--- src/logic/fu_config.svh ---
`ifndef FU_CONFIG_SVH
`define FU_CONFIG_SVH

// array dimension, keep it even so pooling pairs up
`define FU_SIZE 4

// lane width and fixed point split (Q7.9)
`define FU_DATA_W 16
`define FU_Q 9

// leaky slope in Q7.9, 5/512 is close to 0.01
`define FU_RELU_PARAM 5

// wavefront needs 2N-1 shifts to clear the far corner
`define FU_DRAIN_CYCLES (2 * `FU_SIZE)

`endif

--- src/logic/fu_data_pkg.sv ---
`default_nettype none

`include "fu_config.svh"

package fu_data_pkg;

	// one Q7.9 lane, also the accumulator width since sums wrap
	typedef logic signed [`FU_DATA_W-1:0] lane_t;

	// a full row or column of lanes, lane 0 in the low bits
	typedef lane_t [`FU_SIZE-1:0] lane_vec_t;

	// full precision product before the Q shift
	typedef logic signed [2*`FU_DATA_W-1:0] prod_t;

endpackage

`default_nettype wire

--- src/logic/operand_skew.sv ---
`default_nettype none
`timescale 1ns/10ps

`include "fu_config.svh"

// lane i comes out i accepted shifts after it went in, which turns
// each beat into a diagonal wavefront at the array edge
module operand_skew import fu_data_pkg::*; (
	input  wire            clk,
	input  wire            rst_n,
	input  wire            shift_en,
	input  wire lane_vec_t vec_in,
	output lane_vec_t      vec_out
);

	for (genvar i = 0; i < `FU_SIZE; i++) begin : g_lane
		if (i == 0) begin : g_direct
			// lane 0 goes straight into the corner cell
			assign vec_out[0] = vec_in[0];
		end else begin : g_delay
			lane_t tap_q [i];

			always_ff @(posedge clk or negedge rst_n) begin
				if (!rst_n) begin
					for (int s = 0; s < i; s++) begin
						tap_q[s] <= '0;
					end
				end else if (shift_en) begin
					tap_q[0] <= vec_in[i];
					for (int s = 1; s < i; s++) begin
						tap_q[s] <= tap_q[s-1];
					end
				end
			end

			assign vec_out[i] = tap_q[i-1];
		end
	end

endmodule

`default_nettype wire

--- config.mk ---
export PLATFORM = sky130hd
export DESIGN_NAME = operand_skew
export DESIGN_NICKNAME = d
export VERILOG_FILES = /design/src/logic/fu_data_pkg.sv /design/src/logic/operand_skew.sv
export VERILOG_INCLUDE_DIRS = /design/src /design/src/logic
export SDC_FILE = /design/constraint.sdc
export NUM_CORES = 1
export LEC_CHECK = 0
export ABC_AREA = 1
export ABC_CLOCK_PERIOD_IN_PS = 800
export BUFFER_PORTS_ARGS = -buffer_cell sky130_fd_sc_hd__buf_2
export CORE_MARGIN = 2
export CORE_UTILIZATION = 50
export CTS_CLUSTER_DIAMETER = 120
export DETAILED_ROUTE_END_ITERATION = 8
export GPL_TIMING_DRIVEN = 0
export PLACE_DENSITY = 0.79
export RECOVER_POWER = 100
export SLEW_MARGIN = 20
export SYNTH_ARGS = -nofsm -noshare
export SYNTH_HDL_FRONTEND = slang
export SYNTH_SLANG_ARGS = --single-unit
--- constraint.sdc ---
create_clock -name clk -period 0.8 [get_ports clk]
set_clock_uncertainty 0.1 [all_clocks]
set_input_delay 0.04 -clock clk [delete_from_list [all_inputs] [get_ports clk]]
set_output_delay 0.04 -clock clk [all_outputs]
set_load 0.005 [all_outputs]
==> results.md <==
- First-pass GRT wire length: 14870 um
- Seq/Total Area, Yosys: 60.09%
- Yosys cell types: 6
- Least-Margin Pin Slew: 0.9263 ns
- Core Rows: 32
- Dpl hpwl: 5596 um
- Compound-Gate Fraction of Synth Area: 0%
- CTS tree: yes
- Die Ht: 93.42 um
- Die Area: 0.008726 sq mm
- Layout cells sized above 1: 34.54%
- Worst setup margin: -0.3392 ns
- Clock Tree Buf Depth: 2
- Routed WL per cell: 12.73 um
- ANT nets after route: 0
- Synth Area in Simple Gates: 27.04%
- Share of the synthesized area in the top cell type: 60.09%
- Placed cell areas: 0.004725 sq mm
- Initial Utilization: 51.73%
- Kind of critical path: flop to output pin
- Area contributors post-synth: dfrtp_1, nand2_1, buf_4
- Htree depth: 3
- Port bufs: 113
- DR pass1 iterations: 4
- VDD IR max: 1.134 mV
- Clk sinks: 96
- CP required: 0.66 ns
- Nets@finish: 699
- Finished Cell Area: 0.005710 sq mm
- Fmax: 0.8778 GHz
- Layout area overhead: 42.85%
- Final Setup Violations: 73
- Fill count: 582
- Post-layout util: 73.90%
- Drt drc: 0
- Failing checks: negative hold slack, negative setup slack
- Status: finished with violations
- Post-Synth Adder-Cell Area: 0%
- Gr usage total: 21.62%
- Crit share post-route: 142.4%
- Register area: 0.002402 sq mm
- Largest net degree at the start of global routing: 62
- Remaining global-route overflow: 0
- Syn Nets: 521
- Die X: 93.42 um
- Via density: 4.539
- HP Class: primary input to async pin
- Yosys reg bits: 96
- Nature of the critical path endpoint: output pin
- Count of boundary I/O pins: 131
- Drt first-iter violations: 139
- Worst r2r dst: vec_out[51]$_DFFE_PN0P_
- Arrival @ worst endpoint: 1.00 ns
- Hold slack: -0.2886 ns
- Vias in the first global route: 3351
- Most common cell after layout, fill and taps aside: nand2_1
- Via count: 3354
- Slew headroom: 38.25%
- CTS Hold Bufs: 48
- Antenna diodes: 0
- CTS clk-pin slew, worst paths: 0.09 ns
- Multi-input logic area: 0.001139 sq mm
- Core Box Area: 0.007727 sq mm
- Highest-count cells in the layout ignoring fill and taps: nand2_1, buf_2, dfrtp_1
- Final Max Tran Viols: 0
- Placer Congestion: 0.7537
- CTS root buf: clkbuf_8
- Synth Instances: 454
- XOR/XNOR share of the synthesized area: 0%
- Period minus WS final: 1.139 ns
- RSZ-0062 raised after global routing: yes
- Final hold vios: 38
- Initial antenna violation count: 0
- Cell taking the most area after synthesis: dfrtp_1
- Mean Syn Cell Area: 8.805 sq um
- CTS Buf Count: 9
- Reg-to-reg startpoint: vec_out[51]$_DFFE_PN0P_
- Worst Reg2Reg Path Length in Cells: 4
- MaxCap Viol Count: 0
- Mux contribution to synthesized area: 0%
- Power Density: 1965 mW/mm^2
- Synth warn: 0
- R2R setup slack: -0.16 ns
- Leak: 3.226 nW
- Startpoint types: flop
- Skew-Pair Late Insertion Delay: 0.35 ns
- Main combinational cell family by area after synthesis: simple AND/OR/NAND/NOR gates
- CP Max Fanout: 2
- CP Launch Point: vec_out[55]$_DFFE_PN0P_
- Synth Cell Area: 0.003998 sq mm
- DRT Wirelength: 9404 um
==> repair_timing <==
item | 4_1_cts | 5_1_grt
setup buffers | 17 | 17
pin swaps | 0 | 14
setup endpoints to repair | 48 | 65
gates cloned | 0 | 0
hold endpoints to repair | 146 | 96
gates resized for setup | 36 | 26
==> sequential cells by signal, summed over array words and instances (netlist names) <==
name / cells
g_lane.g_delay.tap_q: 64
vec_out: 32
==> area by class of cell <==
type,instances,area share (%)
timing repair buffer,188,24.98
clock inverter,7,1.643
inverter,1,0.1096
sequential,96,42.07
tap,102,2.235
buffer,48,6.858
clock buffer,9,2.169
multi-input combinational,288,19.94
==> synthesized netlist by cell type <==
| master | instances |
|---|---|
| nand2_1 | 288 |
| inv_4 | 1 |
| buf_2 | 13 |
| buf_4 | 50 |
| buf_6 | 6 |
| dfrtp_1 | 96 |
==> critical path: stages (launching register included) <==
cell	delay [ns]
dfrtp_1	0.42
buf_6	0.13
buf_6	0.10
==> logic make-up (layout without fill, tap and decap cells) <==
logic type,Yosys count,count (layout)
and+or+nand+nor,288,288
DFF,96,96
buffers and inverters,70,253
==> routing by layer <==
layer / GRT usage [%] / share of wire, % / vias to the layer above
li1: - / - / 1665
met1: 26.03 / 40 / 1557
met2: 38.79 / 52 / 113
met3: 3.868 / 5.8 / 19
met4: 7.721 / 2.0 / 0
met5: 0 / 0 / -
==> per-stage QoR <==
stage	instances	hold slack (ns)	power [mW]	setup slack (ns)	setup TNS, ns
3_3_place_gp	669	0.1412	7.223	-1.254	-121.15
5_1_grt	739	-0.2259	11.79	-0.3680	-18.14
3_5_place_dp	670	-0.1448	7.313	-0.07032	-1.894
2_1_floorplan	454	-0.3556	6.592	0.02476	0
4_1_cts	730	-0.5315	11.09	-0.3325	-12.04
6_report	739	-0.2886	11.22	-0.3392	-12.49
==> worst max path at each step <==
stage / to / slack, ns
after detailed placement: g_lane[1].g_delay.tap_q[2]$_DFFE_PN0P_ / -0.07
after global placement: g_lane[2].g_delay.tap_q[26]$_DFFE_PN0P_ / -1.25
after global routing: vec_out[55] / -0.37
final: vec_out[55] / -0.34
after floorplan: vec_out[48]$_DFFE_PN0P_ / 0.02
after CTS: vec_out[36] / -0.33
==> power by group <==
part / switching [mW] / leakage, nW / internal, mW / total, mW
sequential: 0.309 / 1.19 / 5.34 / 5.65
combinational: 0.889 / 1.93 / 1.25 / 2.14
clock: 1.67 / 0.106 / 1.76 / 3.43
No activity file was read; power rests on OpenSTA's default activity.
