[config.mk]
export PLATFORM = sky130hd
export DESIGN_NAME = maxpool_stage_flat
export DESIGN_NICKNAME = d
export VERILOG_FILES = /design/src/logic/fu_ctrl_pkg.sv /design/src/logic/fu_data_pkg.sv /design/src/logic/ofm_stream_if.sv /design/src/logic/maxpool_stage.sv /design/src/flat_wrapper.sv
export VERILOG_INCLUDE_DIRS = /design/src /design/src/logic
export SDC_FILE = /design/constraint.sdc
export NUM_CORES = 1
export LEC_CHECK = 0
export ABC_AREA = 1
export BUFFER_PORTS_ARGS = -buffer_cell sky130_fd_sc_hd__buf_2
export CAP_MARGIN = 20
export CORE_MARGIN = 3
export CORE_UTILIZATION = 51
export DETAILED_ROUTE_END_ITERATION = 6
export PLACE_DENSITY = 0.73
export SLEW_MARGIN = 20
export SYNTH_ARGS = -nofsm -noshare
export SYNTH_HDL_FRONTEND = slang
export SYNTH_SLANG_ARGS = --single-unit
[constraint.sdc]
create_clock -name clk -period 8.9 [get_ports clk]
set_clock_uncertainty 0.2 [all_clocks]
set_input_delay 0.445 -clock clk [delete_from_list [all_inputs] [get_ports clk]]
set_output_delay 0.445 -clock clk [all_outputs]
set_load 0.05 [all_outputs]
[src/logic/fu_config.svh]
`ifndef FU_CONFIG_SVH
`define FU_CONFIG_SVH

// array dimension, keep it even so pooling pairs up
`define FU_SIZE 4

// lane width and fixed point split (Q7.9)
`define FU_DATA_W 16
`define FU_Q 9

// leaky slope in Q7.9, 5/512 is close to 0.01
`define FU_RELU_PARAM 5

// wavefront needs 2N-1 shifts to clear the far corner
`define FU_DRAIN_CYCLES (2 * `FU_SIZE)

`endif

[src/logic/fu_ctrl_pkg.sv]
`default_nettype none

package fu_ctrl_pkg;

	// per-tile output processing
	typedef enum logic [1:0] {
		OP_LINEAR,
		OP_LEAKY,
		OP_LEAKY_POOL
	} fu_op_e;

	// tile sequencing states
	typedef enum logic [2:0] {
		S_IDLE,
		S_LOAD,
		S_DRAIN,
		S_EMIT
	} fu_state_e;

endpackage

`default_nettype wire

[src/logic/fu_data_pkg.sv]
`default_nettype none

`include "fu_config.svh"

package fu_data_pkg;

	// one Q7.9 lane, also the accumulator width since sums wrap
	typedef logic signed [`FU_DATA_W-1:0] lane_t;

	// a full row or column of lanes, lane 0 in the low bits
	typedef lane_t [`FU_SIZE-1:0] lane_vec_t;

	// full precision product before the Q shift
	typedef logic signed [2*`FU_DATA_W-1:0] prod_t;

endpackage

`default_nettype wire

[src/logic/ofm_stream_if.sv]
`default_nettype none
`timescale 1ns/10ps

// row stream between the emit stages, valid/ready with last
interface ofm_stream_if import fu_data_pkg::*; ();

	logic      valid;
	logic      ready;
	lane_vec_t data;
	logic      last;

	modport source (
		output valid,
		output data,
		output last,
		input  ready
	);

	modport sink (
		input  valid,
		input  data,
		input  last,
		output ready
	);

endinterface

`default_nettype wire

[src/logic/maxpool_stage.sv]
`default_nettype none
`timescale 1ns/10ps

`include "fu_config.svh"

module maxpool_stage import fu_ctrl_pkg::*; import fu_data_pkg::*; (
	input  wire         clk,
	input  wire         rst_n,
	input  wire fu_op_e cur_op,
	ofm_stream_if.sink  up,
	output logic        out_valid,
	input  wire         out_ready,
	output lane_vec_t   out_data,
	output logic        out_last
);

	logic      pool_on;
	logic      odd_q;
	logic      hold_even;
	logic      full_q;
	logic      in_fire;
	lane_vec_t even_q;
	lane_vec_t pool_word;

	function automatic lane_t lane_max(lane_t a, lane_t b);
		return (a > b) ? a : b;
	endfunction

	assign pool_on = (cur_op == OP_LEAKY_POOL);
	// an even row only goes into the row buffer, the output slot is not needed
	assign hold_even = pool_on && !odd_q;

	assign up.ready = hold_even || !full_q || out_ready;
	assign in_fire = up.valid && up.ready;
	assign out_valid = full_q;

	// 2x2 windows at stride 2, results packed into the low half
	always_comb begin
		pool_word = '0;
		for (int j = 0; j < `FU_SIZE / 2; j++) begin
			pool_word[j] = lane_max(lane_max(even_q[2*j], even_q[2*j+1]),
				lane_max(up.data[2*j], up.data[2*j+1]));
		end
	end

	always_ff @(posedge clk or negedge rst_n) begin
		if (!rst_n) begin
			full_q <= 1'b0;
			odd_q <= 1'b0;
		end else begin
			full_q <= (in_fire && !hold_even) || (full_q && !out_ready);
			if (in_fire && pool_on) begin
				odd_q <= !odd_q;
			end
		end
	end

	always_ff @(posedge clk) begin
		if (in_fire && hold_even) begin
			even_q <= up.data;
		end
		if (in_fire && !hold_even) begin
			out_data <= pool_on ? pool_word : up.data;
			out_last <= up.last;
		end
	end

endmodule

`default_nettype wire

[src/flat_wrapper.sv]
// flat-port wrapper written by rule: the top's interface ports become plain ports
module maxpool_stage_flat import fu_ctrl_pkg::*; import fu_data_pkg::*;
  (clk, rst_n, cur_op, out_valid, out_ready, out_data, out_last, up_valid, up_data, up_last, up_ready);
  ofm_stream_if up_i ();
  input  wire clk;
  input  wire rst_n;
  input  wire fu_op_e cur_op;
  output logic out_valid;
  input  wire out_ready;
  output lane_vec_t out_data;
  output logic out_last;
  input wire logic [$bits(up_i.valid)-1:0] up_valid;
  input wire logic [$bits(up_i.data)-1:0] up_data;
  input wire logic [$bits(up_i.last)-1:0] up_last;
  output wire logic [$bits(up_i.ready)-1:0] up_ready;
  assign up_i.valid = up_valid;
  assign up_i.data = up_data;
  assign up_i.last = up_last;
  assign up_ready = up_i.ready;
  maxpool_stage u_core (.clk(clk), .rst_n(rst_n), .cur_op(cur_op), .up(up_i), .out_valid(out_valid), .out_ready(out_ready), .out_data(out_data), .out_last(out_last));
endmodule
==> results of run 1 <==
## area by class of cell
class / instances / area, sq um / area share [%]
repair buffers: 143 / 736 / 7.20
well taps: 220 / 275 / 2.69
clock inverters: 12 / 179 / 1.75
clock buffers: 20 / 457 / 4.47
multi-input cells: 707 / 4170 / 40.8
inverters: 127 / 477 / 4.67
flip-flops and latches: 131 / 3920 / 38.4
## worst max-delay path, cell delays in order
cell and delay, ns:
buf_2 0.11, inv_1 0.06, ha_1 0.29, nand3_1 0.13, nor3_2 0.34, nand3_1 0.67, nand3_4 0.50, nand2_1 0.12
and2_1 0.17, ha_1 0.33, nand2_1 0.07, inv_1 0.06, nand3_1 0.09, nor2_1 0.17, nand2_1 0.09, nand3_1 0.11
nand3_4 0.24, inv_2 0.36, nand3_1 0.15, nand3_1 0.13, nand2_1 0.07
## power groups by stage
stage / Clock (uW) / Sequential (uW) / Combinational, uW
after global placement: 0 / 766 / 565
after floorplan: 0 / 869 / 326
after global routing: 792 / 757 / 642
after detailed placement: 0 / 766 / 573
after CTS: 763 / 754 / 577
final: 760 / 754 / 581
## sequential cells by signal (all words and copies together), names as in the netlist
signal / cells
u_core.out_last: 1
u_core.out_data: 64
u_core.out_valid: 1
u_core.even_q: 64
u_core.odd_q: 1
## cell usage after synthesis
library cell and instances:
ha_1 96, nor3_1 1, nand3_1 112, nor3_2 1, nor2_4 1, nor2_1 63
o21ai_0 3, nand2_4 2, inv_1 126, buf_4 5, edfxtp_1 129, buf_1 4
a21o_1 2, nand3_4 5, buf_6 3, clkbuf_1 7, and2_1 32, nand2_2 12
inv_2 1, o21bai_1 3, nand2_1 251, nand3_2 7, o21ai_1 4, o21a_1 4
a31oi_1 1, a21oi_1 35, buf_2 10, dfrtp_1 2, nor2_2 2, buf_8 1
nand4_1 70
## cells by family (layout without fill, tap and decap cells)
| family | after synthesis | in the layout |
|---|---|---|
| flip-flops | 131 | 131 |
| AND/OR/NAND/NOR | 559 | 559 |
| adder cells (fa/ha/maj) | 96 | 96 |
| buffers and inverters | 157 | 302 |
| AO/OA/AOI/OAI | 52 | 52 |
## worst paths after layout
kind | start | endpoint | slack, ns
min reg2reg | u_core.odd_q | u_core.odd_q | 0.30
min in group asynchronous | rst_n | u_core.out_valid | 0.12
max in group asynchronous | rst_n | u_core.odd_q | 8.28
max reg2reg | u_core.even_q[47] | u_core.out_data[26] | 4.21
min | up_data[56] | u_core.even_q[56] | 0.02
max | up_data[63] | u_core.out_data[26] | 4.17
## per-stage QoR
stage	utilization (%)	setup WS, ns	cells	hold WS [ns]
2_1_floorplan	-	4.68	995	-0.0506
3_3_place_gp	57.3	3.85	1326	0.0341
3_5_place_dp	57.3	3.83	1326	0.0335
4_1_cts	61.2	4.25	1360	0.0180
5_1_grt	61.2	3.79	1360	0.0234
6_report	61.2	4.17	1360	0.0250
## timing repair
item                                    CTS  global route
endpoints found under the setup margin    0             0
endpoints found under the hold margin     3             0
gates resized for setup                   0             0
hold buffers                              2             0
## metal layers
| metal | vias up | track usage (%) |
|---|---|---|
| li1 | 3681 | - |
| met1 | 3496 | 34.5 |
| met2 | 317 | 42.8 |
| met3 | 43 | 5.99 |
| met4 | 2 | 9.76 |
| met5 | - | 0 |
==> impl_metrics.json, run 1 <==
{
  "p_comb_share_pct": 27.7,
  "swShare_pct": 33.6,
  "num_vias": 7539,
  "finalSetupViolCount": 0,
  "drtIter0Drc": 609,
  "antenna_cells": 0,
  "fin_tns_setup_ns": 0,
  "die-area_sq_um": 18700,
  "clockBufferDepth": 2,
  "relSlewSlack_pct": 41.1,
  "syn_nets": 1162,
  "p_total_uw": 2090,
  "path_max_fanout": 17,
  "wl_met2_mm": 11.3,
  "synth.avg_cell_area_sq_um": 8.78,
  "cts_setup_buffers": 0,
  "syn2layout_area_growth_pct": 17.0,
  "arrival_ns": 4.71,
  "ir_drop_uv": 176,
  "wl_met3_mm": 1.92,
  "vias_per_cell": 5.54,
  "fin_crit_sh_pct": 53.2,
  "drtAntennaViolNets": 0,
  "ys_types": 31,
  "yosys-top-cells-area": "edfxtp_1 (44%), ha_1 (14%), nand2_1 (11%), nand3_1 (6.4%), inv_1 (5.4%)",
  "synthXorXnorAreaFrac_pct": 0,
  "cellLeakagePower_uw": 0.00499,
  "wl_per_cell_um": 17.7,
  "gp_congestion": 0.940,
  "synth_seq_cells": 131,
  "nets": 1294,
  "intPower_uw": 1390,
  "numClockSinks": 131,
  "die_w_um": 137,
  "synth_cells": 995,
  "rows": 47,
  "nFillCells": 1495,
  "cts_made_buffers": 17,
  "yosysTopAreaCell": "edfxtp_1",
  "startpoint_type": "input port",
  "yosys.area_share.simple_pct": 30.6,
  "gr-total-overflow": 0,
  "first_pass_iters": 5,
  "maxCapViolCount": 0,
  "antenna_found_initial": 1,
  "grtUsageTotal_pct": 26.3,
  "setup.worst_path.end_class": "flip-flop",
  "grt_pass1_vias": 7155,
  "ctsHtreeMaxLevel": 4,
  "ys_warn_count": 0,
  "criticalPathCategory": "in2reg",
  "wl_met1_mm": 10.1,
  "highest_layer": "met5",
  "synthAdderAreaFrac_pct": 13.8,
  "clock_power_share_pct": 36.3,
  "clock_latency_ns": 0.43,
  "cts_tree": "done",
  "grt_pass1_wl_mm": 37.5,
  "start_util_pct": 52.3,
  "muxShareOfSynthArea_pct": 0,
  "placed_area_sq_um": 9560,
  "worstRegToRegCells": 20,
  "finalInstanceArea_sq_um": 10200,
  "holdPathStages": 1,
  "required_ns": 8.88,
  "die_h_um": 137,
  "status": "finished, final reports clean",
  "switching_power_uw": 703,
  "final_common_cell": "nand2_1",
  "netlist.area_leader.share_pct": 44.3,
  "route.detailed.drc": 0,
  "finalHoldViolations": 0,
  "syn-cell-area_sq_um": 8730,
  "maxSlewViolCount": 0,
  "power_frac_seq_pct": 36.0,
  "dpl.hpwl_mm": 17.2,
  "yosysSeqAreaShare_pct": 44.9,
  "worstMarginPinSlew_ns": 0.884,
  "synth_compound_area_share_pct": 3.25,
  "grt_start_max_net_pins": 67,
  "max_freq_ghz": 0.211,
  "coreArea_sq_um": 16700,
  "drive_above_1_share_pct": 18.1,
  "final_cell_mix": "nand2_1 (251), buf_2 (137), edfxtp_1 (129)",
  "clkTransAtPathRegs_ns": 0.06,
  "power.density_nw_per_um2": 205,
  "io_buffers": 137,
  "ioPinCount": 138,
  "synth_top_family_by_area": "simple AND/OR/NAND/NOR gates",
  "wl_mm": 24.0,
  "period_minus_slack_ns": 4.73,
  "cts-root-buf": "clkbuf_16",
  "min_path_type": "in2reg",
  "grt_setup_unrepaired": "no"
}
(Power assumes the default switching activity.)
==> run 2, diff against run 1 <==
--- a/config.mk
+++ b/config.mk
@@ -12,7 +12,7 @@
 export CORE_MARGIN = 3
 export CORE_UTILIZATION = 51
 export DETAILED_ROUTE_END_ITERATION = 6
-export PLACE_DENSITY = 0.73
+export PLACE_DENSITY = 0.76
 export SLEW_MARGIN = 20
 export SYNTH_ARGS = -nofsm -noshare
 export SYNTH_HDL_FRONTEND = slang
==> constraint.sdc (replaced) <==
create_clock -name clk -period 4.05 [get_ports clk]
set_clock_uncertainty 0.2 [all_clocks]
set_input_delay 0.2025 -clock clk [delete_from_list [all_inputs] [get_ports clk]]
set_output_delay 0.2025 -clock clk [all_outputs]
set_load 0.05 [all_outputs]
==> impl_metrics.json, run 2 (synthesis results as in run 1) <==
{
  "grt_pass1_wl_mm": 41.7,
  "gp_congestion": 0.921,
  "ir_drop_uv": 350,
  "numClockSinks": 131,
  "worstMarginPinSlew_ns": 0.832,
  "status": "finished with violations",
  "wl_per_cell_um": 19.6,
  "ctsHtreeMaxLevel": 4,
  "syn2layout_area_growth_pct": 36.9,
  "clock_power_share_pct": 31.0,
  "power.density_nw_per_um2": 411,
  "coreArea_sq_um": 16700,
  "ioPinCount": 138,
  "grtUsageTotal_pct": 28.9,
  "fin_tns_setup_ns": 0,
  "rows": 47,
  "maxSlewViolCount": 0,
  "post-route-util_pct": 71.6,
  "drive_above_1_share_pct": 27.2,
  "clockBufferDepth": 2,
  "die-area_sq_um": 18700,
  "intPower_uw": 3120,
  "finalHoldViolations": 0,
  "fin_crit_sh_pct": 99.3,
  "criticalPathCategory": "in2reg",
  "route.detailed.drc": 45,
  "cts_made_buffers": 17,
  "finalSetupViolCount": 0,
  "arrival_ns": 4.00,
  "antenna_found_initial": 0,
  "max_freq_ghz": 0.249,
  "wl_mm": 29.3,
  "p_comb_share_pct": 35.2,
  "grt_start_max_net_pins": 66,
  "dpl.hpwl_mm": 18.3,
  "reg.largest.list": "u_core.even_q x64, u_core.out_data x64",
  "path_max_fanout": 8,
  "nets": 1424,
  "period_minus_slack_ns": 4.02,
  "startpoint_type": "input port",
  "final_cell_mix": "nand2_1 (227), edfxtp_1 (129), inv_1 (124)",
  "setup.worst_path.end_class": "flip-flop",
  "io_buffers": 137,
  "cellLeakagePower_uw": 0.00571,
  "final_common_cell": "nand2_1",
  "clock_latency_ns": 0.44,
  "grt_pass1_vias": 8353,
  "vias_per_cell": 5.93,
  "failed_checks": "design-rule violations",
  "gr-total-overflow": 0,
  "die_w_um": 137,
  "power_frac_seq_pct": 33.8,
  "min_path_type": "in2reg",
  "swShare_pct": 36.4,
  "die_h_um": 137,
  "drtIter0Drc": 999,
  "clkTransAtPathRegs_ns": 0.06,
  "drtAntennaViolNets": 0,
  "cts_tree": "done",
  "switching_power_uw": 1790,
  "start_util_pct": 52.3,
  "relSlewSlack_pct": 44.6,
  "first_pass_iters": 7,
  "antenna_cells": 0,
  "cts-root-buf": "clkbuf_16",
  "required_ns": 4.03,
  "maxCapViolCount": 0,
  "num_vias": 8838
}
==> run 2: cell count changes in the layout (fill, tap and decap cells not counted), sizes merged, moves of 2 or more <==
cell / before / now
nand3: 124 / 127
dlymetal6s4s: 0 / 3
bufinv: 4 / 1
buf: 141 / 198
inv: 129 / 134
clkinvlp: 3 / 5
dlygate4sd3: 2 / 67
==> run 2: timing repair <==
| action | CTS | global route |
|---|---|---|
| endpoints found under the hold margin | 126 | 1 |
| gates resized for setup | 0 | 127 |
| setup buffers | 0 | 20 |
| endpoints found under the setup margin | 0 | 32 |
| hold buffers | 69 | 1 |
==> run 2: critical path, stage by stage <==
cell,delay [ns]
dlygate4sd3_1,0.55
buf_2,0.17
inv_1,0.10
ha_1,0.33
nand3_2,0.13
nor2_1,0.08
a21oi_4,0.19
nand2_2,0.09
nand2_4,0.13
buf_6,0.16
nand4_1,0.14
and2_4,0.21
ha_4,0.26
inv_1,0.03
o21bai_1,0.16
nand2_1,0.07
nand2_1,0.09
nand2_1,0.07
nand2_2,0.08
nand2_2,0.07
nand3_2,0.09
nand3_4,0.10
inv_4,0.10
clkbuf_16,0.15
nand3_1,0.08
nand3_1,0.08
nand2_1,0.07
==> run 2: cell type report <==
class | count | area (sq um)
Clock buffer | 17 | 425
Clock inverter | 15 | 146
Fill cell | 1134 | 4740
Inverter | 127 | 479
Multi-Input combinational cell | 710 | 4640
Sequential cell | 131 | 3920
Tap cell | 220 | 275
Timing Repair Buffer | 270 | 2060
==> run 2: through the flow <==
step | instances | instance area, sq um | hold slack (ns) | setup slack (ns) | power [uW]
finish | 1490 | 12000 | 0.0179 | 0.0282 | 4910
global route | 1490 | 12000 | 0.00477 | -0.144 | 5100
CTS | 1470 | 11200 | 0.0774 | 0.0200 | 4620
detailed placement | 1369 | 9940 | -0.206 | 0.104 | 3060
global placement | 1369 | 9940 | -0.209 | 0.180 | 3020
floorplan | 995 | 8730 | -0.293 | 0.0739 | 2630
==> run 2: routing by layer <==
layer	wire length, um	GRT usage, %
met2	13700	47.6
met3	3210	7.32
met1	10600	35.3
met5	0	0
met4	1730	14.9
==> run 2: final timing paths <==
check,slack (ns),from,endpoint,cells past startpoint
worst max-delay path,0.03,up_data[63],u_core.out_data[20],27
worst min-delay path,0.02,up_data[2],u_core.even_q[2],1
worst max register to register,0.12,u_core.even_q[3],u_core.out_data[5],27
worst min register to register,0.31,u_core.odd_q,u_core.odd_q,2
max in group asynchronous,3.09,rst_n,u_core.out_valid,3
min in group asynchronous,0.43,rst_n,u_core.odd_q,3
==> run 2: power groups by stage <==
stage                     Combinational [uW]  Sequential, uW  Clock (uW)
final                                   1730            1660        1520
after CTS                               1430            1660        1530
after floorplan                          717            1910           0
after detailed placement                1370            1680           0
after global placement                  1340            1680           0
after global routing                    1850            1670        1590
