<file path="src/logic/fu_config.svh">
`ifndef FU_CONFIG_SVH
`define FU_CONFIG_SVH

// array dimension, keep it even so pooling pairs up
`define FU_SIZE 4

// lane width and fixed point split (Q7.9)
`define FU_DATA_W 16
`define FU_Q 9

// leaky slope in Q7.9, 5/512 is close to 0.01
`define FU_RELU_PARAM 5

// wavefront needs 2N-1 shifts to clear the far corner
`define FU_DRAIN_CYCLES (2 * `FU_SIZE)

`endif

</file>
<file path="src/logic/fu_ctrl_pkg.sv">
`default_nettype none

package fu_ctrl_pkg;

	// per-tile output processing
	typedef enum logic [1:0] {
		OP_LINEAR,
		OP_LEAKY,
		OP_LEAKY_POOL
	} fu_op_e;

	// tile sequencing states
	typedef enum logic [2:0] {
		S_IDLE,
		S_LOAD,
		S_DRAIN,
		S_EMIT
	} fu_state_e;

endpackage

`default_nettype wire

</file>
<file path="src/logic/fu_data_pkg.sv">
`default_nettype none

`include "fu_config.svh"

package fu_data_pkg;

	// one Q7.9 lane, also the accumulator width since sums wrap
	typedef logic signed [`FU_DATA_W-1:0] lane_t;

	// a full row or column of lanes, lane 0 in the low bits
	typedef lane_t [`FU_SIZE-1:0] lane_vec_t;

	// full precision product before the Q shift
	typedef logic signed [2*`FU_DATA_W-1:0] prod_t;

endpackage

`default_nettype wire

</file>
<file path="src/logic/ofm_stream_if.sv">
`default_nettype none
`timescale 1ns/10ps

// row stream between the emit stages, valid/ready with last
interface ofm_stream_if import fu_data_pkg::*; ();

	logic      valid;
	logic      ready;
	lane_vec_t data;
	logic      last;

	modport source (
		output valid,
		output data,
		output last,
		input  ready
	);

	modport sink (
		input  valid,
		input  data,
		input  last,
		output ready
	);

endinterface

`default_nettype wire

</file>
<file path="src/logic/leaky_relu_stage.sv">
`default_nettype none
`timescale 1ns/10ps

`include "fu_config.svh"

module leaky_relu_stage import fu_ctrl_pkg::*; import fu_data_pkg::*; (
	input  wire         clk,
	input  wire         rst_n,
	input  wire fu_op_e cur_op,
	ofm_stream_if.sink  up,
	ofm_stream_if.source dn
);

	logic      full_q;
	logic      in_fire;
	logic      leaky_on;
	prod_t     scaled [`FU_SIZE];
	lane_vec_t act_vec;

	assign leaky_on = (cur_op == OP_LEAKY) || (cur_op == OP_LEAKY_POOL);

	// slot frees up in the same cycle its word is taken
	assign up.ready = !full_q || dn.ready;
	assign in_fire = up.valid && up.ready;
	assign dn.valid = full_q;

	// negative lanes get the small slope, positives pass as they are
	always_comb begin
		for (int i = 0; i < `FU_SIZE; i++) begin
			scaled[i] = $signed(up.data[i]) * `FU_RELU_PARAM;
			if (leaky_on && up.data[i][`FU_DATA_W-1]) begin
				act_vec[i] = lane_t'(scaled[i] >>> `FU_Q);
			end else begin
				act_vec[i] = up.data[i];
			end
		end
	end

	always_ff @(posedge clk or negedge rst_n) begin
		if (!rst_n) begin
			full_q <= 1'b0;
		end else begin
			full_q <= in_fire || (full_q && !dn.ready);
		end
	end

	always_ff @(posedge clk) begin
		if (in_fire) begin
			dn.data <= act_vec;
			dn.last <= up.last;
		end
	end

endmodule

`default_nettype wire

</file>
<file path="src/flat_wrapper.sv">
// flat-port wrapper written by rule: the top's interface ports become plain ports
module leaky_relu_stage_flat import fu_ctrl_pkg::*; import fu_data_pkg::*;
  (clk, rst_n, cur_op, up_valid, up_data, up_last, up_ready, dn_valid, dn_data, dn_last, dn_ready);
  ofm_stream_if up_i ();
  ofm_stream_if dn_i ();
  input  wire clk;
  input  wire rst_n;
  input  wire fu_op_e cur_op;
  input wire logic [$bits(up_i.valid)-1:0] up_valid;
  input wire logic [$bits(up_i.data)-1:0] up_data;
  input wire logic [$bits(up_i.last)-1:0] up_last;
  output wire logic [$bits(up_i.ready)-1:0] up_ready;
  output wire logic [$bits(dn_i.valid)-1:0] dn_valid;
  output wire logic [$bits(dn_i.data)-1:0] dn_data;
  output wire logic [$bits(dn_i.last)-1:0] dn_last;
  input wire logic [$bits(dn_i.ready)-1:0] dn_ready;
  assign up_i.valid = up_valid;
  assign up_i.data = up_data;
  assign up_i.last = up_last;
  assign up_ready = up_i.ready;
  assign dn_valid = dn_i.valid;
  assign dn_data = dn_i.data;
  assign dn_last = dn_i.last;
  assign dn_i.ready = dn_ready;
  leaky_relu_stage u_core (.clk(clk), .rst_n(rst_n), .cur_op(cur_op), .up(up_i), .dn(dn_i));
endmodule
</file>
<file path="config.mk">
export PLATFORM = sky130hd
export DESIGN_NAME = leaky_relu_stage_flat
export DESIGN_NICKNAME = d
export VERILOG_FILES = /design/src/logic/fu_ctrl_pkg.sv /design/src/logic/fu_data_pkg.sv /design/src/logic/ofm_stream_if.sv /design/src/logic/leaky_relu_stage.sv /design/src/flat_wrapper.sv
export VERILOG_INCLUDE_DIRS = /design/src /design/src/logic
export SDC_FILE = /design/constraint.sdc
export NUM_CORES = 1
export LEC_CHECK = 0
export ABC_AREA = 0
export BUFFER_PORTS_ARGS = -buffer_cell sky130_fd_sc_hd__buf_4
export CAP_MARGIN = 10
export CORE_UTILIZATION = 50
export CTS_BUF_LIST = sky130_fd_sc_hd__clkbuf_4
export CTS_CLUSTER_DIAMETER = 60
export DETAILED_ROUTE_END_ITERATION = 7
export GPL_TIMING_DRIVEN = 0
export PLACE_DENSITY = 0.81
export SYNTH_ARGS = -nofsm -noshare
export SYNTH_HDL_FRONTEND = slang
export SYNTH_SLANG_ARGS = --single-unit
</file>
<file path="constraint.sdc">
create_clock -name clk -period 4.7 [get_ports clk]
set_input_delay 0.47 -clock clk [delete_from_list [all_inputs] [get_ports clk]]
set_output_delay 0.47 -clock clk [all_outputs]
set_load 0.01 [all_outputs]
</file>
==> results of run 1 <==
flip-flops by register name, summed over array words and instances, names as in the netlist:
name and cells:
u_core.dn.data 64, u_core.dn.last 1, u_core.dn.valid 1
path summary, 6_finish.rpt:
| kind | startpoint | end | slack (ns) | cells past startpoint |
|---|---|---|---|---|
| max in group asynchronous | rst_n | u_core.dn.valid | 4.26 | 2 |
| worst max-delay path | up_data[58] | u_core.dn.data[57] | 2.19 | 10 |
| worst min-delay path | up_last | u_core.dn.last | 0.23 | 1 |
| worst max register to register | u_core.dn.valid | u_core.dn.data[44] | 2.95 | 3 |
| worst min register to register | u_core.dn.valid | u_core.dn.valid | 0.56 | 2 |
| min in group asynchronous | rst_n | u_core.dn.valid | 0.36 | 2 |
synth_stat cells, drive strengths merged, types with 4 or more instances:
library cell / count / area, um^2
clkbuf: 11 / 45.0
xnor2: 10 / 87.6
xor2: 19 / 166
or2: 6 / 37.5
a211oi: 8 / 65.1
nand2b: 4 / 25.0
and2: 6 / 37.5
inv: 8 / 30.0
o31ai: 4 / 57.6
edfxtp: 65 / 1950
ha: 108 / 1350
a31o: 6 / 52.6
nand3: 7 / 35.0
o2bb2ai: 4 / 35.0
and3: 4 / 25.0
nor3: 12 / 65.1
a31oi: 5 / 31.3
nand2: 53 / 199
a21o: 21 / 159
a21oi: 22 / 110
nand4: 13 / 81.3
nor2: 42 / 158
o21a: 9 / 67.6
o21ai: 47 / 235
power by group through the flow:
| stage | sequential, mW | combinational [mW] | clock, mW |
|---|---|---|---|
| after global routing | 0.727 | 0.741 | 0.397 |
| after global placement | 0.739 | 0.635 | 0 |
| final | 0.723 | 0.668 | 0.373 |
| after CTS | 0.724 | 0.666 | 0.382 |
| after floorplan | 0.762 | 0.398 | 0 |
| after detailed placement | 0.737 | 0.662 | 0 |
critical path: cells and delay by family:
kind            cells  cell delay (ns)
fa+ha+maj           2             0.56
compound gates      3             0.59
buf+inv             2             0.30
simple gates        3             0.75
logic make-up after synthesis:
kind of cell | count (synthesis) | share of synthesized area [%]
buffers and inverters | 20 | 1.44
adder cells (fa/ha/maj) | 108 | 24.7
AO/OA/AOI/OAI | 148 | 18.6
AND/OR/NAND/NOR | 159 | 13.9
XOR/XNOR | 29 | 4.64
flip-flops | 66 | 36.1
multiplexers | 3 | 0.617
cells in the final DEF (no fill, tap or decap), types with 3 or more instances in the layout:
cell and n:
buf_4 137, ha_1 108, edfxtp_1 65, nand2_1 53, o21ai_0 46, nor2_1 42, a21oi_1 22, a21o_1 20
xor2_1 19, nand4_1 13, clkbuf_4 12, nor3_1 11, xnor2_1 10, o21a_1 9, inv_1 8, clkbuf_1 8
nand3_1 7, a211oi_1 7, a31o_2 6, and2_1 5, a31oi_1 5, or2_2 5, nand2b_1 4, and3_1 4
o2bb2ai_1 4, clkbuf_2 3, mux2_2 3, nand3b_1 3, a32oi_1 3
routing by layer:
layer  global-route usage (%)  routed length, um  up-vias
li1                         -                  -     2351
met1                     29.0               5630     2186
met2                     39.4               6250      165
met3                     3.04                772       26
met4                     10.2                308        0
met5                        0                  0        -
metrics by stage:
| stage | instances | cell area (um^2) |
|---|---|---|
| after floorplan | 533 | 5470 |
| after global placement | 806 | 6670 |
| after detailed placement | 807 | 6690 |
| after CTS | 824 | 6830 |
| after global routing | 824 | 6830 |
| final | 824 | 6830 |
final cells by class:
| class | instances | area share [%] |
|---|---|---|
| plain buffers | 12 | 0.714 |
| multi-input cells | 447 | 50.0 |
| flip-flops and latches | 66 | 28.9 |
| well taps | 136 | 2.49 |
| repair buffers | 139 | 15.5 |
| inverters | 8 | 0.439 |
| clock inverters | 4 | 0.622 |
| clock buffers | 12 | 1.32 |
==> results.json, run 1 <==
{
  "postSynthCellCount": 533,
  "netlist_area_mm2": 0.00547,
  "ys_warn_count": 0,
  "gp_congestion": 0.867,
  "finalWirelength_um": 13000,
  "seqCellArea_mm2": 0.00198,
  "multiInputGateArea_mm2": 0.00342,
  "rows": 37,
  "pin_count": 138,
  "critPathSlowestCell": "or3b_1",
  "max_slew.worst_pin.slew_ns": 0.708,
  "async_flop_share_pct": 1.52,
  "comb_power_share_pct": 37.9,
  "seq_area_frac_synth_pct": 36.1,
  "relSlewSlack_pct": 52.8,
  "critPathArrivalTime_ns": 2.69,
  "ys_types": 56,
  "synth_ff_type": "edfxtp_1",
  "die_h_um": 107,
  "pre_cts_ws_ns": 1.76,
  "power_frac_seq_pct": 41.0,
  "skew_ns": 0.0149,
  "path_cells": "buf_4, ha_1, ha_1, clkbuf_2, and3_1, and2_1, or3b_1, a21boi_2, o31ai_4, a21o_1",
  "final.period_utilization_pct": 53.3,
  "grt-ovfl-total": 0,
  "clkTransAtPathRegs_ns": 0.09,
  "initial_core_util_pct": 52.3,
  "power.density_mw_per_mm2": 258,
  "cp_max_fo": 7,
  "cpMostUsedCell": "ha_1",
  "post_cts_resized": 0,
  "drive_gt1_share_pct": 26.2,
  "setup_tns_ns": 0,
  "fin_nets": 862,
  "finalPower_mw": 1.76,
  "drt_iter0_markers": 229,
  "die_area_mm2": 0.0114,
  "finalSetupViolCount": 0,
  "diodes": 0,
  "cts_made_buffers": 9,
  "h-tree-depth": 3,
  "hold_path_class": "primary input to flip-flop",
  "clk_path_buf_depth": 2,
  "power.leakage_nw": 3.11,
  "critPathKind": "primary input to flip-flop",
  "ant_nets": 0,
  "post_cts_buffers": 0,
  "endpoint_kind": "flip-flop",
  "synth_edf_count": 65,
  "ctsHoldBuffers": 1,
  "final_util_pct": 65.3,
  "grt_pass1_wl_um": 20700,
  "clock-root-buffer": "clkbuf_4",
  "drcViolationCount": 0,
  "fmax_ghz": 0.399,
  "detail_route.first_pass.iterations": 5,
  "vias_per_cell": 5.74,
  "die_w_um": 107,
  "cap_violations": 0,
  "tritoncts_num_sinks": 66,
  "insertion_delay_ns": 0.43,
  "startpoint_type": "primary input",
  "grt_pass1_vias": 4506,
  "slowest_delay_ns": 0.41,
  "core_mm2": 0.0105,
  "cts_tree": "built",
  "antenna_found_initial": 0,
  "io_buffers": 137,
  "synthesis.nets": 712,
  "vias": 4728,
  "clockPowerShare_pct": 21.1,
  "crit_required_ns": 4.88,
  "maxSlewViolCount": 0,
  "setup_ws_ns": 2.19,
  "period_needed_ns": 2.51,
  "switching_power_uw": 574,
  "p_int_mw": 1.19,
  "grt_max_degree": 39,
  "grt.total_usage_pct": 23.0,
  "rsz0062_at_grt": "false",
  "netSwitchingFraction_pct": 32.5,
  "hold_viol_final": 0,
  "timing.hold.ws_ns": 0.227,
  "synth_seq_cells": 66,
  "wire_per_inst_um": 15.7,
  "area_growth_pct": 24.9,
  "hpwl_um": 10500,
  "fillers": 834,
  "peakVddDrop_uv": 155,
  "avgSynthCellArea_um2": 10.3,
  "status": "finished, final reports clean"
}
Power figures use the tool's default switching activity.
==> run 2: changes to the inputs <==
--- a/config.mk
+++ b/config.mk
@@ -14,7 +14,7 @@
 export CTS_CLUSTER_DIAMETER = 60
 export DETAILED_ROUTE_END_ITERATION = 7
 export GPL_TIMING_DRIVEN = 0
-export PLACE_DENSITY = 0.81
+export PLACE_DENSITY = 0.84
 export SYNTH_ARGS = -nofsm -noshare
 export SYNTH_HDL_FRONTEND = slang
 export SYNTH_SLANG_ARGS = --single-unit
==> constraint.sdc (replaced) <==
create_clock -name clk -period 2 [get_ports clk]
set_input_delay 0.2 -clock clk [delete_from_list [all_inputs] [get_ports clk]]
set_output_delay 0.2 -clock clk [all_outputs]
set_load 0.01 [all_outputs]
==> run 2 against run 1 <==
Net effect:
- register-to-register slack got worse by 2.8 ns
- clock power increased by 90%
- final cell count increased by 0.49%
- sequential cell count unchanged
- total power increased by 140%
- critical path depth decreased by 1
- critical path type unchanged
- largest cell class unchanged
==> results.json, run 2 (synthesis gave the netlist of run 1 again) <==
{
  "grt-ovfl-total": 0,
  "insertion_delay_ns": 0.42,
  "stdcell_area_mm2": 0.00760,
  "cts_tree": "built",
  "status": "finished, final reports clean",
  "vias": 4868,
  "critPathArrivalTime_ns": 2.16,
  "detail_route.first_pass.iterations": 6,
  "final_common_cell": "buf_4",
  "maxSlewViolCount": 0,
  "core_mm2": 0.0105,
  "path_cells": "buf_4, ha_1, ha_4, and4_4, nand2_1, or3b_4, a21boi_4, o31ai_4, a21o_1",
  "grt_pass1_vias": 4656,
  "clkTransAtPathRegs_ns": 0.10,
  "cts_made_buffers": 9,
  "multiInputGateArea_mm2": 0.00415,
  "ant_nets": 0,
  "initial_core_util_pct": 52.3,
  "drcViolationCount": 0,
  "drt_iter0_markers": 212,
  "top_register": "u_core.dn.data",
  "area_growth_pct": 38.8,
  "layout_common_cells": "buf_4 (139), edfxtp_1 (65), ha_1 (61)",
  "final.period_utilization_pct": 99.4,
  "grt.total_usage_pct": 24.2,
  "wire_per_inst_um": 16.6,
  "endpoint_kind": "flip-flop",
  "diodes": 0,
  "clock-root-buffer": "clkbuf_4",
  "whs_path_depth": 3,
  "final_util_pct": 72.6,
  "seqCellArea_mm2": 0.00198,
  "hpwl_um": 10800,
  "finalSetupViolCount": 0,
  "dp_cells": 807,
  "max_slew.worst_pin.slew_ns": 0.821,
  "skew_ns": 0.0102,
  "hold_path_class": "primary input to flip-flop",
  "grt_pass1_wl_um": 21600,
  "r2r_cells": 3,
  "die_h_um": 107,
  "gp_congestion": 0.899,
  "largest_register_ffs": 64,
  "fin_nets": 866,
  "die_w_um": 107,
  "die_area_mm2": 0.0114,
  "clk_path_buf_depth": 2,
  "critPathSlowestCell": "or3b_4",
  "peakVddDrop_uv": 349,
  "place_area_mm2": 0.00727,
  "pre_cts_ws_ns": -0.519,
  "relSlewSlack_pct": 45.3,
  "period_needed_ns": 1.99,
  "finalPower_mw": 4.32,
  "grt_max_degree": 35,
  "h-tree-depth": 3,
  "pin_count": 138,
  "startpoint_type": "primary input",
  "antenna_found_initial": 0,
  "fillers": 758,
  "critPathKind": "primary input to flip-flop",
  "power.leakage_nw": 3.15,
  "fmax_ghz": 0.503,
  "io_buffers": 137,
  "vias_per_cell": 5.88,
  "slowest_delay_ns": 0.40,
  "tritoncts_num_sinks": 66,
  "finalNonFillerCells": 828,
  "cp_max_fo": 6,
  "crit_required_ns": 2.17,
  "rsz0062_at_grt": "true",
  "power.density_mw_per_mm2": 568,
  "cap_violations": 0,
  "hold_viol_final": 0,
  "drive_gt1_share_pct": 36.3,
  "finalWirelength_um": 13700,
  "rows": 37,
  "setup_ws_ns": 0.0112
}
==> run 2: repair_timing <==
item	4_1_cts	5_1_grt
pin swaps	1	9
hold buffers	3	0
endpoints found under the setup margin	8	31
gates resized for setup	2	26
hold endpoints to repair	3	0
setup buffers	1	3
==> run 2: final timing paths <==
check	from	to	slack, ns
max in group asynchronous	rst_n	u_core.dn.valid	1.83
max	up_data[57]	u_core.dn.data[58]	0.01
min reg2reg	u_core.dn.valid	u_core.dn.valid	0.57
min in group asynchronous	rst_n	u_core.dn.valid	0.09
max reg2reg	u_core.dn.valid	u_core.dn.data[10]	0.20
min	up_data[1]	u_core.dn.data[1]	0.08
==> run 2: per-stage QoR <==
stage | setup TNS, ns | hold WS, ns
2_1_floorplan | -4.06 | -0.0956
3_3_place_gp | -20.09 | -0.0251
3_5_place_dp | -20.80 | -0.0237
4_1_cts | 0 | 0.0403
5_1_grt | -0.176 | 0.0548
6_report | 0 | 0.0759
==> run 2: per-layer routing <==
layer / up-vias / part of all wire [%] / routed length, um / global-route usage [%]
met1: 2267 / 42 / 5790 / 30.0
met4: 0 / 2.7 / 372 / 11.4
li1: 2355 / - / - / -
met2: 212 / 49 / 6650 / 40.7
met5: - / 0 / 0 / 0
met3: 34 / 6.5 / 896 / 4.56
==> run 2: report_power, final <==
part / switching [mW] / leakage (nW) / internal (mW)
clock: 0.439 / 0.0631 / 0.267
sequential: 0.0296 / 0.627 / 1.67
combinational: 0.979 / 2.46 / 0.930
==> run 2: final cells by class <==
| cell class | count | share of cell area [%] |
|---|---|---|
| plain buffers | 10 | 0.642 |
| inverters | 8 | 0.395 |
| well taps | 136 | 2.24 |
| clock inverters | 5 | 0.280 |
| multi-input cells | 447 | 54.6 |
| clock buffers | 11 | 1.09 |
| repair buffers | 145 | 14.7 |
| flip-flops and latches | 66 | 26.0 |
==> run 2: worst max-delay path, delay by kind of cell <==
family	cells	cell delay (ns)
simple gates	3	0.70
fa+ha+maj	2	0.63
compound gates	3	0.50
buf+inv	1	0.13
==> run 3: changes to the inputs <==
--- a/config.mk
+++ b/config.mk
@@ -9,7 +9,10 @@
 export ABC_AREA = 0
 export BUFFER_PORTS_ARGS = -buffer_cell sky130_fd_sc_hd__buf_4
 export CAP_MARGIN = 10
-export CORE_UTILIZATION = 50
+export CELL_PAD_IN_SITES_DETAIL_PLACEMENT = 1
+export CELL_PAD_IN_SITES_GLOBAL_PLACEMENT = 2
+export CORE_MARGIN = 2
+export CORE_UTILIZATION = 31
 export CTS_BUF_LIST = sky130_fd_sc_hd__clkbuf_4
 export CTS_CLUSTER_DIAMETER = 60
 export DETAILED_ROUTE_END_ITERATION = 7
@@ -18,3 +21,4 @@
 export SYNTH_ARGS = -nofsm -noshare
 export SYNTH_HDL_FRONTEND = slang
 export SYNTH_SLANG_ARGS = --single-unit
+export TNS_END_PERCENT = 5
==> run 3 against run 2 <==
Net effect:
- the flow now finishes with violations (negative setup slack)
- sequential cell count stayed put
- total power up 2.3%
- maximum frequency shrank 3.4%
- final cell count is 11% higher
- critical path depth unchanged
- register-to-register slack improved by 0.11 ns
- final area shrank 1.2%
- first-iteration DRC count is 37% lower
- sequential share of layout area grew 0.31 points
- critical path type unchanged
- largest cell class unchanged
==> results.json, run 3 (synthesis gave the netlist of run 1 again) <==
{
  "status": "complete, but fails checks",
  "violations": "negative setup slack",
  "rows": 48,
  "layout_common_cells": "buf_4 (140), ha_1 (74), edfxtp_1 (65)",
  "p_int_mw": 2.85,
  "setup_tns_ns": -0.154,
  "die_h_um": 137,
  "wire_per_inst_um": 18.5,
  "netSwitchingFraction_pct": 35.4,
  "switching_power_mw": 1.56,
  "cap_violations": 0,
  "crit_required_ns": 2.32,
  "endpoint_kind": "flip-flop",
  "clkTransAtPathRegs_ns": 0.12,
  "maxSlewViolCount": 0,
  "max_slew.worst_pin.slew_ns": 0.926,
  "hpwl_um": 13000,
  "finalSetupViolCount": 8,
  "pre_cts_ws_ns": -0.711,
  "timing.hold.ws_ns": 0.0546,
  "initial_core_util_pct": 31.6,
  "final_common_cell": "buf_4",
  "drive_gt1_share_pct": 35.3,
  "area_growth_pct": 37.2,
  "critPathArrivalTime_ns": 2.38,
  "rsz0062_at_grt": "true",
  "cts_tree": "built",
  "drt_iter0_markers": 133,
  "io_buffers": 137,
  "fillers": 1942,
  "detail_route.first_pass.iterations": 4,
  "grt.total_usage_pct": 18.0,
  "fin_nets": 866,
  "top_register": "u_core.dn.data",
  "power.leakage_nw": 3.16,
  "grt_pass1_vias": 5228,
  "hold_path_class": "primary input to flip-flop",
  "final.period_utilization_pct": 103,
  "gp_congestion": 0.875,
  "skew_ns": 0.0180,
  "ant_nets": 0,
  "finalWirelength_um": 16900,
  "diodes": 0,
  "vias_per_cell": 5.26,
  "period_needed_ns": 2.06,
  "grt_pass1_wl_um": 26200,
  "comb_power_share_pct": 43.0,
  "cp_max_fo": 5,
  "setup_ws_ns": -0.0581,
  "multiInputGateArea_mm2": 0.00395,
  "insertion_delay_ns": 0.45,
  "tritoncts_num_sinks": 66,
  "critPathKind": "primary input to flip-flop",
  "vias": 4825,
  "pin_count": 138,
  "power.density_mw_per_mm2": 588,
  "antenna_found_initial": 0,
  "core_mm2": 0.0173,
  "drcViolationCount": 0,
  "cts_made_buffers": 9,
  "grt_max_degree": 66,
  "startpoint_type": "primary input",
  "whs_path_depth": 3,
  "die_w_um": 137,
  "clock-root-buffer": "clkbuf_4",
  "h-tree-depth": 3,
  "r2r_cells": 2,
  "power_frac_seq_pct": 38.7,
  "fmax_ghz": 0.486,
  "peakVddDrop_uv": 282,
  "hold_viol_final": 0,
  "die_area_mm2": 0.0187,
  "seqCellArea_mm2": 0.00198,
  "clk_path_buf_depth": 2,
  "grt-ovfl-total": 0,
  "largest_register_ffs": 64,
  "clockPowerShare_pct": 18.3,
  "finalPower_mw": 4.41,
  "relSlewSlack_pct": 38.3
}
==> run 3: changes by cell type in the layout (fill, tap and decap cells not counted), sizes merged <==
cell,before,now
buf,144,145
clkinv,5,4
==> run 3: per-layer routing <==
metal  track usage, %  wire [um]  share of wire, %
met1             22.0       7410                44
met2             31.6       8340                49
met3             3.44        794               4.7
met4             6.24        400               2.4
met5                0          0                 0
==> run 3: layout make-up <==
| class | count | area share, % |
|---|---|---|
| multi-input combinational | 447 | 52.7 |
| sequential | 66 | 26.3 |
| timing repair buffer | 144 | 14.6 |
| tap | 225 | 3.75 |
| clock buffer | 12 | 1.20 |
| buffer | 11 | 0.850 |
| inverter | 8 | 0.400 |
| clock inverter | 4 | 0.250 |
==> run 3: stage by stage <==
| step | utilization, % | instance area [um^2] | std cells |
|---|---|---|---|
| 2_1_floorplan | - | 5470 | 533 |
| 3_3_place_gp | 39.2 | 6780 | 895 |
| 3_5_place_dp | 39.2 | 6780 | 895 |
| 4_1_cts | 41.5 | 7170 | 914 |
| 5_1_grt | 43.4 | 7510 | 917 |
| 6_report | 43.4 | 7510 | 917 |
==> run 3: worst paths after layout <==
check / from / end / slack [ns]
max: up_data[2] / u_core.dn.data[7] / -0.06
min: up_data[52] / u_core.dn.data[52] / 0.05
max reg2reg: u_core.dn.valid / u_core.dn.data[36] / 0.31
min reg2reg: u_core.dn.valid / u_core.dn.valid / 0.57
max in group asynchronous: rst_n / u_core.dn.valid / 1.84
min in group asynchronous: rst_n / u_core.dn.valid / 0.08
==> run 3: power by group through the flow <==
| stage | Sequential [mW] | Clock [mW] | Combinational (mW) |
|---|---|---|---|
| after floorplan | 1.79 | 0 | 0.936 |
| after CTS | 1.71 | 0.839 | 1.75 |
| after detailed placement | 1.74 | 0 | 1.62 |
| after global placement | 1.74 | 0 | 1.57 |
| after global routing | 1.72 | 0.891 | 2.10 |
| final | 1.71 | 0.808 | 1.90 |
==> run 3: critical path, cell delays in order <==
cell and delay (ns):
buf_4 0.12, ha_1 0.29, ha_1 0.29, nand4_1 0.13
a22oi_2 0.10, a221o_1 0.37, or2_4 0.29, or4_1 0.47
nand3_1 0.12
==> run 3: repair_timing <==
item / 4_1_cts / 5_1_grt
hold buffers: 3 / 0
resized for setup: 42 / 48
setup endpoints to repair: 30 / 44
setup buffers: 0 / 4
endpoints found under the hold margin: 3 / 0
pin swaps: 8 / 19
